$ cat src/common/spi_bridge_pkg.sv
`default_nettype none

package spi_bridge_pkg;

    // one data byte on spi and on the wishbone side.
    typedef logic [7:0] byte_t;

    // register address carried in the low bits of the command byte.
    typedef logic [6:0] addr_t;

    // the bank starts at the bottom of the map.
    localparam addr_t REG_BASE = 7'h00;

    // gpio output register, read and write.
    localparam addr_t GPIO_OUT_ADDR = 7'h10;

    // gpio input register, read only.
    localparam addr_t GPIO_IN_ADDR = 7'h11;

    // returned when nothing answers at an address.
    localparam byte_t NO_DEVICE_DATA = 8'hff;

endpackage

`default_nettype wire
$ cat src/design/spi_bridge_top.sv
`timescale 1ns/1ps
`default_nettype none

module spi_bridge_top #(
    parameter int REG_COUNT  = 16,
    parameter int GPIO_WIDTH = 8
) (
    input  wire                   clk,
    input  wire                   rst_i,
    input  wire                   sck_i,
    input  wire                   mosi_i,
    input  wire                   ss_i,
    output logic                  miso_o,
    input  wire [GPIO_WIDTH-1:0]  gpio_i,
    output logic [GPIO_WIDTH-1:0] gpio_o
);

    import spi_bridge_pkg::*;

    logic  frame_start;
    byte_t rx_data;
    logic  rx_valid;
    byte_t tx_data;
    logic  tx_load;

    logic  wb_cyc;
    logic  wb_stb;
    logic  wb_we;
    addr_t wb_adr;
    byte_t wb_dat_w;
    byte_t wb_dat_r;
    logic  wb_ack;

    logic  reg_stb;
    logic  reg_ack;
    byte_t reg_dat;
    logic  gpio_stb;
    logic  gpio_ack;
    byte_t gpio_dat;

    spi_trx i_spi_trx (
        .clk           (clk),
        .rst_i         (rst_i),
        .sck_i         (sck_i),
        .mosi_i        (mosi_i),
        .ss_i          (ss_i),
        .tx_data_i     (tx_data),
        .tx_load_i     (tx_load),
        .miso_o        (miso_o),
        .frame_start_o (frame_start),
        .rx_data_o     (rx_data),
        .rx_valid_o    (rx_valid)
    );

    spi_frame_ctrl i_spi_frame_ctrl (
        .clk           (clk),
        .rst_i         (rst_i),
        .frame_start_i (frame_start),
        .rx_data_i     (rx_data),
        .rx_valid_i    (rx_valid),
        .wb_ack_i      (wb_ack),
        .wb_dat_i      (wb_dat_r),
        .tx_data_o     (tx_data),
        .tx_load_o     (tx_load),
        .wb_cyc_o      (wb_cyc),
        .wb_stb_o      (wb_stb),
        .wb_we_o       (wb_we),
        .wb_adr_o      (wb_adr),
        .wb_dat_o      (wb_dat_w)
    );

    wb_slave_mux #(
        .REG_COUNT (REG_COUNT)
    ) i_wb_slave_mux (
        .clk        (clk),
        .rst_i      (rst_i),
        .wb_cyc_i   (wb_cyc),
        .wb_stb_i   (wb_stb),
        .wb_adr_i   (wb_adr),
        .reg_ack_i  (reg_ack),
        .gpio_ack_i (gpio_ack),
        .reg_dat_i  (reg_dat),
        .gpio_dat_i (gpio_dat),
        .wb_ack_o   (wb_ack),
        .wb_dat_o   (wb_dat_r),
        .reg_stb_o  (reg_stb),
        .gpio_stb_o (gpio_stb)
    );

    reg_bank #(
        .REG_COUNT (REG_COUNT)
    ) i_reg_bank (
        .clk   (clk),
        .rst_i (rst_i),
        .stb_i (reg_stb),
        .we_i  (wb_we),
        .adr_i (wb_adr),
        .dat_i (wb_dat_w),
        .ack_o (reg_ack),
        .dat_o (reg_dat)
    );

    gpio_port #(
        .GPIO_WIDTH (GPIO_WIDTH)
    ) i_gpio_port (
        .clk    (clk),
        .rst_i  (rst_i),
        .stb_i  (gpio_stb),
        .we_i   (wb_we),
        .adr_i  (wb_adr),
        .dat_i  (wb_dat_w),
        .gpio_i (gpio_i),
        .ack_o  (gpio_ack),
        .dat_o  (gpio_dat),
        .gpio_o (gpio_o)
    );

endmodule

`default_nettype wire

$ cat src/design/wb_slave_mux.sv
`timescale 1ns/1ps
`default_nettype none

module wb_slave_mux #(
    parameter int REG_COUNT = 16
) (
    input  wire                    clk,
    input  wire                    rst_i,
    input  wire                    wb_cyc_i,
    input  wire                    wb_stb_i,
    input  spi_bridge_pkg::addr_t  wb_adr_i,
    input  wire                    reg_ack_i,
    input  wire                    gpio_ack_i,
    input  spi_bridge_pkg::byte_t  reg_dat_i,
    input  spi_bridge_pkg::byte_t  gpio_dat_i,
    output logic                   wb_ack_o,
    output spi_bridge_pkg::byte_t  wb_dat_o,
    output logic                   reg_stb_o,
    output logic                   gpio_stb_o
);

    import spi_bridge_pkg::*;

    addr_t reg_off;
    logic  reg_sel;
    logic  gpio_sel;
    logic  none_sel;
    logic  req;
    logic  none_ack_q;

    // address decode.
    assign reg_off  = wb_adr_i - REG_BASE;
    assign reg_sel  = (reg_off < addr_t'(REG_COUNT));
    assign gpio_sel = (wb_adr_i == GPIO_OUT_ADDR) || (wb_adr_i == GPIO_IN_ADDR);
    assign none_sel = !reg_sel && !gpio_sel;

    assign req        = wb_cyc_i && wb_stb_i;
    assign reg_stb_o  = req && reg_sel;
    assign gpio_stb_o = req && gpio_sel;

    // the mux answers for holes in the map itself, with the same latency.
    always_ff @(posedge clk) begin
        if (rst_i) begin
            none_ack_q <= 1'b0;
        end else begin
            none_ack_q <= req && none_sel && !none_ack_q;
        end
    end

    assign wb_ack_o = reg_ack_i || gpio_ack_i || none_ack_q;

    always_comb begin
        if (reg_ack_i) begin
            wb_dat_o = reg_dat_i;
        end else if (gpio_ack_i) begin
            wb_dat_o = gpio_dat_i;
        end else begin
            wb_dat_o = NO_DEVICE_DATA;
        end
    end

    one_slave_stb_a: assert property (
        @(posedge clk) disable iff (rst_i) !(reg_stb_o && gpio_stb_o)
    );

    // responses from the slaves and the mux never overlap.
    one_ack_a: assert property (
        @(posedge clk) disable iff (rst_i) $onehot0({reg_ack_i, gpio_ack_i, none_ack_q})
    );

endmodule

`default_nettype wire

$ cat src/design/gpio_port.sv
`timescale 1ns/1ps
`default_nettype none

module gpio_port #(
    parameter int GPIO_WIDTH = 8
) (
    input  wire                    clk,
    input  wire                    rst_i,
    input  wire                    stb_i,
    input  wire                    we_i,
    input  spi_bridge_pkg::addr_t  adr_i,
    input  spi_bridge_pkg::byte_t  dat_i,
    input  wire [GPIO_WIDTH-1:0]   gpio_i,
    output logic                   ack_o,
    output spi_bridge_pkg::byte_t  dat_o,
    output logic [GPIO_WIDTH-1:0]  gpio_o
);

    import spi_bridge_pkg::*;

    logic [GPIO_WIDTH-1:0] out_q;
    logic [GPIO_WIDTH-1:0] in_meta_q;
    logic [GPIO_WIDTH-1:0] in_sync_q;
    logic                  sel_in;

    // bit 0 separates the output register from the input register.
    assign sel_in = adr_i[0];

    always_ff @(posedge clk) begin
        if (rst_i) begin
            out_q <= '0;
        end else if (stb_i && we_i && !sel_in && !ack_o) begin
            out_q <= dat_i[GPIO_WIDTH-1:0];
        end
    end

    assign gpio_o = out_q;

    // two-flop synchronizer for the external inputs.
    always_ff @(posedge clk) begin
        if (rst_i) begin
            in_meta_q <= '0;
            in_sync_q <= '0;
        end else begin
            in_meta_q <= gpio_i;
            in_sync_q <= in_meta_q;
        end
    end

    always_ff @(posedge clk) begin
        if (rst_i) begin
            ack_o <= 1'b0;
        end else begin
            ack_o <= stb_i && !ack_o;
        end
    end

    always_ff @(posedge clk) begin
        if (stb_i) begin
            dat_o <= sel_in ? byte_t'(in_sync_q) : byte_t'(out_q);
        end
    end

endmodule

`default_nettype wire

$ cat src/design/reg_bank.sv
`timescale 1ns/1ps
`default_nettype none

module reg_bank #(
    parameter int REG_COUNT = 16
) (
    input  wire                    clk,
    input  wire                    rst_i,
    input  wire                    stb_i,
    input  wire                    we_i,
    input  spi_bridge_pkg::addr_t  adr_i,
    input  spi_bridge_pkg::byte_t  dat_i,
    output logic                   ack_o,
    output spi_bridge_pkg::byte_t  dat_o
);

    import spi_bridge_pkg::*;

    localparam int IDX_W = (REG_COUNT > 1) ? $clog2(REG_COUNT) : 1;

    byte_t             regs_q [REG_COUNT];
    logic [IDX_W-1:0]  idx;

    // only the low bits pick a register; the mux has already decoded the rest.
    assign idx = adr_i[IDX_W-1:0];

    always_ff @(posedge clk) begin
        if (rst_i) begin
            for (int i = 0; i < REG_COUNT; i++) begin
                regs_q[i] <= '0;
            end
        end else if (stb_i && we_i && !ack_o) begin
            regs_q[idx] <= dat_i;
        end
    end

    // single-cycle ack, dropped while the master releases stb.
    always_ff @(posedge clk) begin
        if (rst_i) begin
            ack_o <= 1'b0;
        end else begin
            ack_o <= stb_i && !ack_o;
        end
    end

    always_ff @(posedge clk) begin
        if (stb_i) begin
            dat_o <= regs_q[idx];
        end
    end

endmodule

`default_nettype wire

$ cat src/spi/spi_frame_ctrl.sv
`timescale 1ns/1ps
`default_nettype none

module spi_frame_ctrl (
    input  wire                    clk,
    input  wire                    rst_i,
    input  wire                    frame_start_i,
    input  spi_bridge_pkg::byte_t  rx_data_i,
    input  wire                    rx_valid_i,
    input  wire                    wb_ack_i,
    input  spi_bridge_pkg::byte_t  wb_dat_i,
    output spi_bridge_pkg::byte_t  tx_data_o,
    output logic                   tx_load_o,
    output logic                   wb_cyc_o,
    output logic                   wb_stb_o,
    output logic                   wb_we_o,
    output spi_bridge_pkg::addr_t  wb_adr_o,
    output spi_bridge_pkg::byte_t  wb_dat_o
);

    import spi_bridge_pkg::*;

    typedef enum logic [1:0] {
        ST_IDLE,
        ST_CMD,
        ST_DATA,
        ST_BUS_WAIT
    } state_t;

    state_t state_q;
    logic   write_mode_q;
    addr_t  adr_q;
    byte_t  dat_q;

    always_ff @(posedge clk) begin
        if (rst_i) begin
            state_q      <= ST_IDLE;
            write_mode_q <= 1'b0;
            adr_q        <= '0;
            wb_cyc_o     <= 1'b0;
            wb_stb_o     <= 1'b0;
            wb_we_o      <= 1'b0;
        end else begin
            case (state_q)
                ST_IDLE: begin
                    if (frame_start_i) begin
                        state_q <= ST_CMD;
                    end
                end

                ST_CMD: begin
                    if (frame_start_i) begin
                        state_q <= ST_CMD;
                    end else if (rx_valid_i) begin
                        write_mode_q <= rx_data_i[7];
                        adr_q        <= rx_data_i[6:0];
                        if (rx_data_i[7]) begin
                            state_q <= ST_DATA;
                        end else begin
                            // a read frame fetches the start address right away.
                            wb_cyc_o <= 1'b1;
                            wb_stb_o <= 1'b1;
                            wb_we_o  <= 1'b0;
                            state_q  <= ST_BUS_WAIT;
                        end
                    end
                end

                ST_DATA: begin
                    if (frame_start_i) begin
                        state_q <= ST_CMD;
                    end else if (rx_valid_i) begin
                        // each byte costs exactly one bus access.
                        wb_cyc_o <= 1'b1;
                        wb_stb_o <= 1'b1;
                        wb_we_o  <= write_mode_q;
                        state_q  <= ST_BUS_WAIT;
                    end
                end

                ST_BUS_WAIT: begin
                    // the access always finishes, even across a new frame.
                    if (wb_ack_i) begin
                        wb_cyc_o <= 1'b0;
                        wb_stb_o <= 1'b0;
                        wb_we_o  <= 1'b0;
                        adr_q    <= adr_q + addr_t'(1);
                        state_q  <= frame_start_i ? ST_CMD : ST_DATA;
                    end
                end

                default: begin
                    state_q <= ST_IDLE;
                end
            endcase
        end
    end

    // write payload.
    always_ff @(posedge clk) begin
        if (state_q == ST_DATA && rx_valid_i) begin
            dat_q <= rx_data_i;
        end
    end

    assign wb_adr_o = adr_q;
    assign wb_dat_o = dat_q;

    // read data is handed to the transceiver in the ack cycle.
    assign tx_load_o = (state_q == ST_BUS_WAIT) && wb_ack_i && !wb_we_o;
    assign tx_data_o = wb_dat_i;

    stb_inside_cyc_a: assert property (
        @(posedge clk) disable iff (rst_i) $rose(wb_stb_o) |-> wb_cyc_o
    );

endmodule

`default_nettype wire

$ cat src/spi/spi_trx.sv
`timescale 1ns/1ps
`default_nettype none

module spi_trx (
    input  wire                    clk,
    input  wire                    rst_i,
    input  wire                    sck_i,
    input  wire                    mosi_i,
    input  wire                    ss_i,
    input  spi_bridge_pkg::byte_t  tx_data_i,
    input  wire                    tx_load_i,
    output logic                   miso_o,
    output logic                   frame_start_o,
    output spi_bridge_pkg::byte_t  rx_data_o,
    output logic                   rx_valid_o
);

    import spi_bridge_pkg::*;

    logic [1:0] sck_hist_q;
    logic [1:0] ss_hist_q;
    logic       mosi_q;
    logic       ss_negedge;
    logic       ss_active;
    logic       sck_posedge;
    logic       sck_negedge;
    logic [2:0] pos_cnt_q;
    logic [2:0] neg_cnt_q;
    logic       pos_eighth;
    logic       pos_eighth_q;
    logic       neg_eighth;
    byte_t      rx_shift_q;
    byte_t      tx_latch_q;
    byte_t      tx_shift_q;

    // two-flop history of sck and ss, idle levels on reset.
    always_ff @(posedge clk) begin
        if (rst_i) begin
            sck_hist_q <= 2'b00;
            ss_hist_q  <= 2'b11;
        end else begin
            sck_hist_q <= {sck_hist_q[0], sck_i};
            ss_hist_q  <= {ss_hist_q[0], ss_i};
        end
    end

    // mosi is delayed one flop to line up with the sck edge detect.
    always_ff @(posedge clk) begin
        mosi_q <= mosi_i;
    end

    assign ss_negedge  = (ss_hist_q == 2'b10);
    assign ss_active   = ~ss_hist_q[0];
    assign sck_posedge = ss_active && (sck_hist_q == 2'b01);
    assign sck_negedge = ss_active && (sck_hist_q == 2'b10);

    always_ff @(posedge clk) begin
        if (rst_i) begin
            frame_start_o <= 1'b0;
        end else begin
            frame_start_o <= ss_negedge;
        end
    end

    // receive side, msb first.
    always_ff @(posedge clk) begin
        if (sck_posedge) begin
            rx_shift_q <= {rx_shift_q[6:0], mosi_q};
        end
    end

    always_ff @(posedge clk) begin
        if (rst_i || ss_negedge) begin
            pos_cnt_q <= 3'd0;
        end else if (sck_posedge) begin
            pos_cnt_q <= pos_cnt_q + 3'd1;
        end
    end

    assign pos_eighth = sck_posedge && (pos_cnt_q == 3'd7);

    // the shift register holds the full byte one cycle after the eighth edge.
    always_ff @(posedge clk) begin
        if (rst_i) begin
            pos_eighth_q <= 1'b0;
            rx_valid_o   <= 1'b0;
        end else begin
            pos_eighth_q <= pos_eighth;
            rx_valid_o   <= pos_eighth_q;
        end
    end

    always_ff @(posedge clk) begin
        if (pos_eighth_q) begin
            rx_data_o <= rx_shift_q;
        end
    end

    // transmit side.
    always_ff @(posedge clk) begin
        if (rst_i || ss_negedge) begin
            neg_cnt_q <= 3'd0;
        end else if (sck_negedge) begin
            neg_cnt_q <= neg_cnt_q + 3'd1;
        end
    end

    assign neg_eighth = sck_negedge && (neg_cnt_q == 3'd7);

    always_ff @(posedge clk) begin
        if (rst_i) begin
            tx_latch_q <= '0;
        end else if (tx_load_i) begin
            tx_latch_q <= tx_data_i;
        end
    end

    // reload the next reply at frame start and at each byte boundary.
    always_ff @(posedge clk) begin
        if (rst_i) begin
            tx_shift_q <= '0;
        end else if (ss_negedge || neg_eighth) begin
            tx_shift_q <= tx_latch_q;
        end else if (sck_negedge) begin
            tx_shift_q <= {tx_shift_q[6:0], 1'b0};
        end
    end

    assign miso_o = tx_shift_q[7];

    rx_valid_single_a: assert property (
        @(posedge clk) disable iff (rst_i) rx_valid_o |=> !rx_valid_o
    );

endmodule

`default_nettype wire

$ cat config.mk
export PLATFORM = sky130hd
export DESIGN_NAME = spi_bridge_top
export DESIGN_NICKNAME = d
export VERILOG_FILES = /design/src/common/spi_bridge_pkg.sv /design/src/design/spi_bridge_top.sv /design/src/design/wb_slave_mux.sv /design/src/design/gpio_port.sv /design/src/design/reg_bank.sv /design/src/spi/spi_frame_ctrl.sv /design/src/spi/spi_trx.sv
export SDC_FILE = /design/constraint.sdc
export NUM_CORES = 1
export LEC_CHECK = 0
export BUFFER_PORTS_ARGS = -buffer_cell sky130_fd_sc_hd__buf_2
export CAP_MARGIN = 0
export CORE_AREA = 5 5 156 158
export DETAILED_ROUTE_END_ITERATION = 12
export DIE_AREA = 0 0 161 163
export GPL_ROUTABILITY_DRIVEN = 0
export HOLD_SLACK_MARGIN = 0.03
export SYNTH_ARGS = -nofsm -noshare
export SYNTH_HDL_FRONTEND = slang
export SYNTH_SLANG_ARGS = --single-unit
$ cat constraint.sdc
create_clock -name clk -period 2.5 [get_ports clk]
set_input_delay 0 -clock clk [delete_from_list [all_inputs] [get_ports clk]]
set_output_delay 0 -clock clk [all_outputs]
set_load 0.01 [all_outputs]
==> impl_metrics.env, run 1 <==
export IMPL_status="finished clean"
export IMPL_ys_warnings_count=0
export IMPL_fin_setup_tns_ns=0
export IMPL_max_cap_violations=0
export IMPL_hpwl_um=14500
export IMPL_worstPathArrival_ns=2.65
export IMPL_power_leakage_nw=4.45
export IMPL_drt_wl_total_um=22100
export IMPL_maxSlewViolCount=0
export IMPL_crit_type="flip-flop to flip-flop"
export IMPL_fmax_mhz=439
export IMPL_synthToLayoutAreaGrowth_pct=13.7
export IMPL_ys_seq_area_share_pct=64.0
export IMPL_top_layer_used="met4"
export IMPL_pin_count=22
export IMPL_rows=56
export IMPL_min_to="i_spi_trx.mosi_q"
export IMPL_reg2reg_to="i_gpio_port.gpio_o[2]"
export IMPL_synth_top_cell_area_share_pct=50.2
export IMPL_hold_class="input pin to flip-flop"
export IMPL_clock_latency_ns=0.52
export IMPL_synthTopCellsByArea="edfxtp_1, dfxtp_1, mux4_2"
export IMPL_finalHoldViolCount=0
export IMPL_crit_path_end_kind="flip-flop"
export IMPL_avgSynthCellArea_um2=13.5
export IMPL_stdcell_count=1072
export IMPL_ff2ff_setup_slack_ns=0.22
export IMPL_fin_ws_ns=0.223
export IMPL_cts_tree="done"
export IMPL_wl_met2_um=10900
export IMPL_cp_start_kind="flip-flop"
export IMPL_vias=5834
export IMPL_fin_util_pct=49.7
export IMPL_diodes=0
export IMPL_synth_cell_area_um2=10000
export IMPL_core_area_um2=23000
export IMPL_cts_root_buf="clkbuf_16"
export IMPL_finalSetupViolations=0
export IMPL_min_period_ns=2.28
export IMPL_reg2reg_depth=6
export IMPL_wl_met1_um=9460
export IMPL_avgViaCountPerCell=5.44
export IMPL_grt_max_degree=76
export IMPL_r2r_start="i_spi_frame_ctrl.wb_adr_o[0]"
export IMPL_skew_ns=0.0139
export IMPL_synth_most_common_cell="edfxtp_1"
export IMPL_min_path_cells=2
export IMPL_cts_reportedPaths_clkPinSlew_ns=0.06
export IMPL_die_area_um2=26200
export IMPL_synth_enable_flop_cells=168
export IMPL_async_flop_share_pct=0
export IMPL_met3WireLength_um=1150
export IMPL_cts_max_level=1
export IMPL_peakVddDrop_uv=407
export IMPL_grt_pass1_wl_um=34200
export IMPL_drt_iter0_markers=443
export IMPL_min_delay_start="mosi_i"
export IMPL_dpl_cell_count=1014
export IMPL_drive_above_1_share_pct=17.0
export IMPL_postSynthCellCount=743
export IMPL_grt_pass1_vias=5901
export IMPL_crit_fanout=47
export IMPL_ys_seq_elements=237
export IMPL_drcViolationCount=0
export IMPL_die_y_um=163
export IMPL_power_density_nw_per_um2=739
export IMPL_port_buffers=21
export IMPL_grt_remaining_overflow=0
export IMPL_ys_flop_type="edfxtp_1"
export IMPL_syn_nets=764
export IMPL_dpl_cell_area_um2=10400
export IMPL_fin_area_um2=11400
export IMPL_cts_sinks=237
export IMPL_period_share_pct=91.1
export IMPL_numCtsBuffers=25
export IMPL_cts_buffer_depth=3
export IMPL_start_util_pct=43.7
export IMPL_antenna_found_initial=0
export IMPL_dpl_worst_slack_ns=0.214
export IMPL_yosys_area_top_type="edfxtp_1"
export IMPL_die_x_um=161
export IMPL_rsz0062_at_grt="false"
export IMPL_crit_required_ns=2.87
export IMPL_synth_cell_type_count=44
export IMPL_slew_headroom_pct=39.0
export IMPL_wire_per_inst_um=20.6
export IMPL_dr_pass1_iters=5
export IMPL_nets=784
export IMPL_worstMarginPinSlew_ns=0.914
export IMPL_grt_total_usage_pct=16.9
export IMPL_ys_top_cells_by_count="edfxtp_1, and2_1, and3_1, dfxtp_1, clkbuf_1"
export IMPL_antenna_left=0
power by group:
| part | internal, mW | switching [mW] |
|---|---|---|
| Clock | 2.45 | 1.47 |
| Combinational | 0.0800 | 0.108 |
| Sequential | 4.28 | 0.0405 |
| Total | 6.82 | 1.62 |
cells by family after synthesis:
kind of cell	share of synthesized area [%]
compound gates	5.03
xor+xnor	0.175
fa+ha+maj	0.997
buf+inv	2.75
flops	64.0
mux	10.8
simple gates	16.3
layout make-up:
class	count	area [um^2]
tap	290	363
clock buffer	31	648
timing repair buffer	53	388
multi-input combinational	438	3340
inverter	8	30.0
clock inverter	15	223
sequential	237	6430
fill	1961	11600
worst max path at each step:
| stage | start | slack, ns | to |
|---|---|---|---|
| floorplan | i_spi_frame_ctrl.wb_adr_o[0] | 0.03 | i_reg_bank.regs_q[12][0] |
| global placement | i_spi_frame_ctrl.wb_adr_o[0] | 0.33 | i_gpio_port.gpio_o[6] |
| detailed placement | i_spi_frame_ctrl.wb_adr_o[0] | 0.21 | i_gpio_port.gpio_o[4] |
| CTS | i_spi_frame_ctrl.wb_adr_o[2] | 0.20 | i_reg_bank.regs_q[2][1] |
| global route | i_spi_frame_ctrl.wb_adr_o[0] | 0.001 | i_gpio_port.gpio_o[3] |
| finish | i_spi_frame_ctrl.wb_adr_o[0] | 0.22 | i_gpio_port.gpio_o[2] |
placed cells by master (no fill, tap or decap), drive strengths merged, types with 8 or more instances in the layout:
cell type and n:
dlygate4sd3 12, a21oi 13, buf 41, mux4 32, mux2i 27, and2 72, or2 11, a21o 9
and3 69, nor2 44, edfxtp 168, clkinv 8, a211oi 9, clkbuf 31, ha 8, mux2 8
a22oi 17, nand2 23, o21ai 21, nor2b 32, dfxtp 69, inv 9
layer usage:
| layer | global-route usage, % | up-vias |
|---|---|---|
| met2 | 28.9 | 139 |
| met1 | 22.4 | 2891 |
| li1 | - | 2772 |
| met4 | 4.92 | 0 |
| met3 | 2.71 | 32 |
| met5 | 0 | - |
through the flow:
step	power, mW	hold slack, ns
3_5_place_dp	4.58	0.104
2_1_floorplan	4.51	0.0277
6_report	8.43	0.115
3_3_place_gp	4.57	0.103
5_1_grt	8.69	0.105
4_1_cts	8.50	0.0903
registers in the layout, indices dropped and copies added (netlist names), 2 cells and up:
| register | cells |
|---|---|
| i_gpio_port.dat_o | 8 |
| i_gpio_port.gpio_o | 8 |
| i_gpio_port.in_meta_q | 8 |
| i_gpio_port.in_sync_q | 8 |
| i_reg_bank.dat_o | 8 |
| i_reg_bank.regs_q | 128 |
| i_spi_frame_ctrl.state_q | 2 |
| i_spi_frame_ctrl.wb_adr_o | 7 |
| i_spi_frame_ctrl.wb_dat_o | 8 |
| i_spi_trx.neg_cnt_q | 3 |
| i_spi_trx.pos_cnt_q | 3 |
| i_spi_trx.rx_data_o | 8 |
| i_spi_trx.rx_shift_q | 8 |
| i_spi_trx.sck_hist_q | 2 |
| i_spi_trx.ss_hist_q | 2 |
| i_spi_trx.tx_latch_q | 8 |
| i_spi_trx.tx_shift_q | 8 |
critical path, stage by stage (launching register included):
cell	delay, ns
dfxtp_2	0.35
buf_12	0.31
ha_1	0.45
o21ai_1	0.20
nor3_4	0.51
mux2i_1	0.25
nor2_1	0.06
repair_timing:
action / in CTS / in global routing
endpoints found under the hold margin: 12 / 0
hold buffers: 12 / 0
setup endpoints to repair: 0 / 8
gates resized for setup: 0 / 1
buffers inserted: 0 / 0
Note: power is estimated with default switching activity, not from simulation.
==> run 2, diff against run 1 <==
--- a/config.mk
+++ b/config.mk
@@ -7,11 +7,12 @@
 export LEC_CHECK = 0
 export BUFFER_PORTS_ARGS = -buffer_cell sky130_fd_sc_hd__buf_2
 export CAP_MARGIN = 0
-export CORE_AREA = 5 5 156 158
+export CORE_AREA = 5 5 134 136
 export DETAILED_ROUTE_END_ITERATION = 12
-export DIE_AREA = 0 0 161 163
+export DIE_AREA = 0 0 139 141
 export GPL_ROUTABILITY_DRIVEN = 0
 export HOLD_SLACK_MARGIN = 0.03
+export PLACE_DENSITY = 0.78
 export SYNTH_ARGS = -nofsm -noshare
 export SYNTH_HDL_FRONTEND = slang
 export SYNTH_SLANG_ARGS = --single-unit
==> constraint.sdc (replaced) <==
create_clock -name clk -period 2.4 [get_ports clk]
set_input_delay 0 -clock clk [delete_from_list [all_inputs] [get_ports clk]]
set_output_delay 0 -clock clk [all_outputs]
set_load 0.01 [all_outputs]
==> run 2 against run 1 <==
Global-route usage is 5.5 points higher. Clock skew is 0.0011 ns higher. Sequential power is 4% higher. Cell count is 5.6% lower. Combinational power is 3% higher. Clock-buffer cell count is 7 lower. First-iteration DRC count is 120% higher. Utilization is 18 points higher. Clock power is 6.4% higher. Critical endpoint is now i_reg_bank.regs_q[1][1]. Highest routed layer unchanged.
==> impl_metrics.env, run 2 (synthesis results as in run 1) <==
export IMPL_cts_reportedPaths_clkPinSlew_ns=0.06
export IMPL_avgViaCountPerCell=6.04
export IMPL_wire_per_inst_um=21.5
export IMPL_numCtsBuffers=24
export IMPL_rsz0062_at_grt="false"
export IMPL_antenna_found_initial=0
export IMPL_hpwl_um=14100
export IMPL_layout_commonest_cell="edfxtp_1"
export IMPL_crit_path_end_kind="flip-flop"
export IMPL_cts_sinks=237
export IMPL_drive_above_1_share_pct=18.7
export IMPL_crit_fanout=11
export IMPL_grt_pass1_wl_um=34400
export IMPL_period_share_pct=91.6
export IMPL_fin_ws_ns=0.202
export IMPL_fin_area_um2=11400
export IMPL_fin_util_pct=67.9
export IMPL_diodes=0
export IMPL_power_leakage_nw=4.49
export IMPL_worstPathArrival_ns=2.39
export IMPL_status="finished clean"
export IMPL_power_density_nw_per_um2=777
export IMPL_skew_ns=0.0150
export IMPL_peakVddDrop_uv=504
export IMPL_largest_register_ffs=128
export IMPL_dpl_cell_count=956
export IMPL_drcViolationCount=0
export IMPL_die_area_um2=19600
export IMPL_cp_start_kind="flip-flop"
export IMPL_die_y_um=141
export IMPL_fillCellCount=1133
export IMPL_min_period_ns=2.20
export IMPL_slew_headroom_pct=45.3
export IMPL_post_cts_buffers=0
export IMPL_max_cap_violations=0
export IMPL_cts_buffer_depth=3
export IMPL_dpl_cell_area_um2=10400
export IMPL_port_buffers=21
export IMPL_worstMarginPinSlew_ns=0.821
export IMPL_fmax_mhz=455
export IMPL_fin_setup_tns_ns=0
export IMPL_cts_tree="done"
export IMPL_core_area_um2=16800
export IMPL_drt_wl_total_um=21800
export IMPL_vias=6112
export IMPL_crit_type="flip-flop to flip-flop"
export IMPL_synthToLayoutAreaGrowth_pct=13.7
export IMPL_start_util_pct=59.7
export IMPL_pin_count=22
export IMPL_rows=48
export IMPL_dr_pass1_iters=5
export IMPL_dpl_worst_slack_ns=0.211
export IMPL_clock_latency_ns=0.51
export IMPL_drt_iter0_markers=961
export IMPL_multi_input_area_um2=3340
export IMPL_hold_class="input pin to flip-flop"
export IMPL_grt_remaining_overflow=0
export IMPL_grt_total_usage_pct=22.4
export IMPL_grt_max_degree=76
export IMPL_cts_root_buf="clkbuf_16"
export IMPL_p_total_mw=8.87
export IMPL_regMostFlops="i_reg_bank.regs_q"
export IMPL_cts_max_level=1
export IMPL_nets=790
export IMPL_finalHoldViolCount=0
export IMPL_finalSetupViolations=0
export IMPL_maxSlewViolCount=0
export IMPL_crit_required_ns=2.59
export IMPL_grt_pass1_vias=6102
export IMPL_die_x_um=139
export IMPL_antenna_left=0
export IMPL_mostFrequentLayoutCells="edfxtp_1, and2_1, and3_1, dfxtp_1, nor2_1"
export IMPL_holdWs_ns=0.129
export IMPL_seqCellArea_um2=6430
export IMPL_stdcell_count=1012
[run 2: what timing repair did]
action,in CTS,in global routing
gates resized for setup,0,1
endpoints found under the setup margin,0,32
hold buffers,12,0
hold endpoints to repair,12,0
[run 2: routing by layer]
layer / wire length [um] / GRT usage, % / vias up / share of wire [%]
met5: 0 / 0 / - / 0
met3: 1620 / 3.53 / 36 / 7.4
met2: 11000 / 38.1 / 281 / 51
met4: 440 / 5.51 / 0 / 2.0
li1: - / - / 2789 / -
met1: 8720 / 30.6 / 3006 / 40
[run 2: area by class of cell]
type | count | share of cell area, %
Tap cell | 225 | 2.47
Multi-Input combinational cell | 438 | 29.2
Clock buffer | 24 | 5.26
Timing Repair Buffer | 60 | 3.86
Inverter | 8 | 0.263
Clock inverter | 20 | 2.62
Sequential cell | 237 | 56.3
[run 2: worst paths after layout]
check | slack, ns | start | depth (start not counted) | endpoint
min | 0.13 | mosi_i | 2 | i_spi_trx.mosi_q
min reg2reg | 0.40 | i_spi_trx.mosi_q | 0 | i_spi_trx.rx_shift_q[0]
max | 0.20 | i_spi_frame_ctrl.wb_adr_o[2] | 4 | i_reg_bank.regs_q[1][1]
max reg2reg | 0.20 | i_spi_frame_ctrl.wb_adr_o[2] | 4 | i_reg_bank.regs_q[1][1]
[run 2: critical path, cell delays in order (launching register included)]
cell and delay [ns]:
dfxtp_1 0.40, nor2_1 0.54, nand4_1 0.41, nor2_1 0.26
or2_2 0.27
[run 2: where the power goes]
part	leakage, nW	internal, mW	switching (mW)
sequential	2.24	4.46	0.0440
combinational	1.82	0.0831	0.111
clock	0.430	2.60	1.57
==> run 3, diff against run 2 <==
--- a/config.mk
+++ b/config.mk
@@ -15,4 +15,5 @@
 export PLACE_DENSITY = 0.78
 export SYNTH_ARGS = -nofsm -noshare
 export SYNTH_HDL_FRONTEND = slang
+export SYNTH_HIERARCHICAL = 1
 export SYNTH_SLANG_ARGS = --single-unit
==> run 3 against run 2 <==
Power shrank 4.8%. Clock-buffer cell count grew 4. Combinational power grew 14%. Largest cell class unchanged. Critical path type unchanged. Final area shrank 0.84%. Global-route usage grew 0.083 points. Worst hold slack lost 0.0036 ns. Die area is the same. Fmax grew 1.5%. Wire length shrank 0.43%.
==> impl_metrics.env, run 3 <==
export IMPL_synth_most_common_cell="edfxtp_1"
export IMPL_synth_top_cell_area_share_pct=50.2
export IMPL_drt_iter0_markers=527
export IMPL_crit_required_ns=2.61
export IMPL_die_area_um2=19600
export IMPL_ys_top_cells_by_count="edfxtp_1, nor2_1, dfxtp_1"
export IMPL_p_total_mw=8.44
export IMPL_grt_max_degree=77
export IMPL_port_buffers=21
export IMPL_grt_pass1_vias=6301
export IMPL_start_util_pct=59.7
export IMPL_hpwl_um=14100
export IMPL_async_flop_share_pct=0
export IMPL_drcViolationCount=0
export IMPL_period_share_pct=90.3
export IMPL_cts_root_buf="clkbuf_16"
export IMPL_slew_headroom_pct=30.0
export IMPL_cts_buffer_depth=3
export IMPL_wire_per_inst_um=20.7
export IMPL_cts_max_level=1
export IMPL_synth_cell_type_count=54
export IMPL_status="finished clean"
export IMPL_post_cts_buffers=0
export IMPL_regMostFlops="i_reg_bank/regs_q"
export IMPL_ys_warnings_count=6
export IMPL_cts_reportedPaths_clkPinSlew_ns=0.07
export IMPL_layout_commonest_cell="edfxtp_1"
export IMPL_syn_nets=784
export IMPL_worstPathArrival_ns=2.38
export IMPL_power_leakage_nw=3.86
export IMPL_fmax_mhz=462
export IMPL_finalHoldViolCount=0
export IMPL_crit_type="flip-flop to flip-flop"
export IMPL_diodes=0
export IMPL_ys_seq_elements=237
export IMPL_postSynthCellCount=766
export IMPL_largest_register_ffs=128
export IMPL_antenna_left=0
export IMPL_cp_start_kind="flip-flop"
export IMPL_clock_latency_ns=0.51
export IMPL_drt_wl_total_um=21700
export IMPL_skew_ns=0.0146
export IMPL_grt_pass1_wl_um=34300
export IMPL_slowest_delay_ns=0.46
export IMPL_nets=826
export IMPL_fin_ws_ns=0.234
export IMPL_worstMarginPinSlew_ns=1.05
export IMPL_rows=48
export IMPL_maxSlewViolCount=0
export IMPL_max_cap_violations=0
export IMPL_yosys_area_top_type="edfxtp_1"
export IMPL_power_density_nw_per_um2=746
export IMPL_crit_fanout=8
export IMPL_finalSetupViolations=0
export IMPL_critPathSlowestCell="or3b_4"
export IMPL_cts_sinks=237
export IMPL_avgViaCountPerCell=5.92
export IMPL_fin_setup_tns_ns=0
export IMPL_vias=6208
export IMPL_synthToLayoutAreaGrowth_pct=12.8
export IMPL_crit_chain="nor3_1 > nor2b_2 > and4bb_2 > or3b_4 > o21bai_1 > buf_4"
export IMPL_hold_class="input pin to flip-flop"
export IMPL_avgSynthCellArea_um2=13.1
export IMPL_ys_seq_area_share_pct=64.0
export IMPL_numCtsBuffers=24
export IMPL_ff2ff_setup_slack_ns=0.23
export IMPL_min_period_ns=2.17
export IMPL_synth_cell_area_um2=10000
export IMPL_core_area_um2=16800
export IMPL_crit_path_end_kind="flip-flop"
export IMPL_fillCellCount=1142
export IMPL_grt_remaining_overflow=0
export IMPL_grt_total_usage_pct=22.4
export IMPL_antenna_found_initial=0
export IMPL_dr_pass1_iters=7
export IMPL_rsz0062_at_grt="false"
export IMPL_cts_tree="done"
export IMPL_die_y_um=141
export IMPL_synth_enable_flop_cells=168
export IMPL_peakVddDrop_uv=603
export IMPL_die_x_um=139
export IMPL_ys_flop_type="edfxtp_1"
export IMPL_mostFrequentLayoutCells="edfxtp_1, nor2_1, dfxtp_1, nand2_1, buf_4"
export IMPL_drive_above_1_share_pct=18.7
export IMPL_pin_count=22
export IMPL_dpl_worst_slack_ns=0.00129
export IMPL_synthTopCellsByArea="edfxtp_1, dfxtp_1, mux4_2"
## run 3: cell count changes after synthesis, moves of 9 or more
cell	before	now
nor2_1	43	151
and2_1	72	3
and3_1	69	1
nand2_1	23	55
clkbuf_1	47	22
nand2b_1	5	29
o21ai_0	21	4
o21bai_1	0	16
buf_4	0	12
a21o_1	9	0
nor2b_1	32	23
or2_2	11	2
## run 3: logic make-up (layout without fill, tap and decap cells)
| family | Yosys count | count (layout) | share of synthesized area [%] |
|---|---|---|---|
| DFF | 237 | 237 | 64.0 |
| AOI/OAI and AO/OA | 84 | 84 | 5.97 |
| adders and majority gates | 5 | 5 | 0.623 |
| buffers and inverters | 70 | 128 | 3.76 |
| xor gates and xnor gates | 2 | 2 | 0.175 |
| and+or+nand+nor | 299 | 299 | 14.5 |
| muxes | 69 | 69 | 11.0 |
## run 3: worst paths after layout
path                                                    from                      end  cells past startpoint
worst max-delay path            i_spi_frame_ctrl/wb_adr_o[5]  i_reg_bank/regs_q[0][2]                      6
worst min register to register              i_spi_trx/mosi_q  i_spi_trx/rx_shift_q[0]                      0
worst max register to register  i_spi_frame_ctrl/wb_adr_o[5]  i_reg_bank/regs_q[0][2]                      6
worst min-delay path                                  mosi_i         i_spi_trx/mosi_q                      2
## run 3: timing repair
item | in CTS | in global routing
pin swaps | 0 | 0
endpoints found under the hold margin | 11 | 0
resized for setup | 2 | 1
endpoints found under the setup margin | 6 | 3
hold buffers | 11 | 0
## run 3: stage by stage
step	instances	cell area (um^2)	utilization (%)	hold WS, ns
after detailed placement	996	10400	61.9	0.104
after global placement	996	10400	61.9	0.102
after global routing	1049	11300	67.3	0.111
after CTS	1049	11300	67.3	0.103
after floorplan	766	10000	-	0.0277
final	1049	11300	67.3	0.125
## run 3: cell type report
| class | instances | area (um^2) | share of cell area [%] |
|---|---|---|---|
| Sequential cell | 237 | 6430 | 56.8 |
| Multi-Input combinational cell | 459 | 3240 | 28.6 |
| Timing Repair Buffer | 71 | 520 | 4.60 |
| Clock inverter | 14 | 143 | 1.26 |
| Inverter | 15 | 56.3 | 0.497 |
| Tap cell | 225 | 282 | 2.49 |
| Clock buffer | 28 | 647 | 5.71 |
## run 3: where the power goes
group          internal [mW]  total, mW  switching [mW]
Sequential              4.46       4.50          0.0447
Combinational          0.104      0.221           0.117
Clock                   2.24       3.72            1.48
Total                   6.80       8.44            1.64
## run 3: layer usage
layer | part of all wire (%) | GRT usage [%] | vias up
li1 | - | - | 2843
met1 | 40 | 29.6 | 3074
met2 | 50 | 38.1 | 234
met3 | 6.5 | 3.90 | 57
met4 | 3.3 | 7.78 | 0
met5 | 0 | 0 | -
## run 3: critical path, delay by kind of cell, from the launching register on
kind / cells / cell delay [ns]
AO/OA/AOI/OAI: 1 / 0.15
AND/OR/NAND/NOR: 4 / 1.21
flip-flops: 1 / 0.31
buffers and inverters: 1 / 0.20
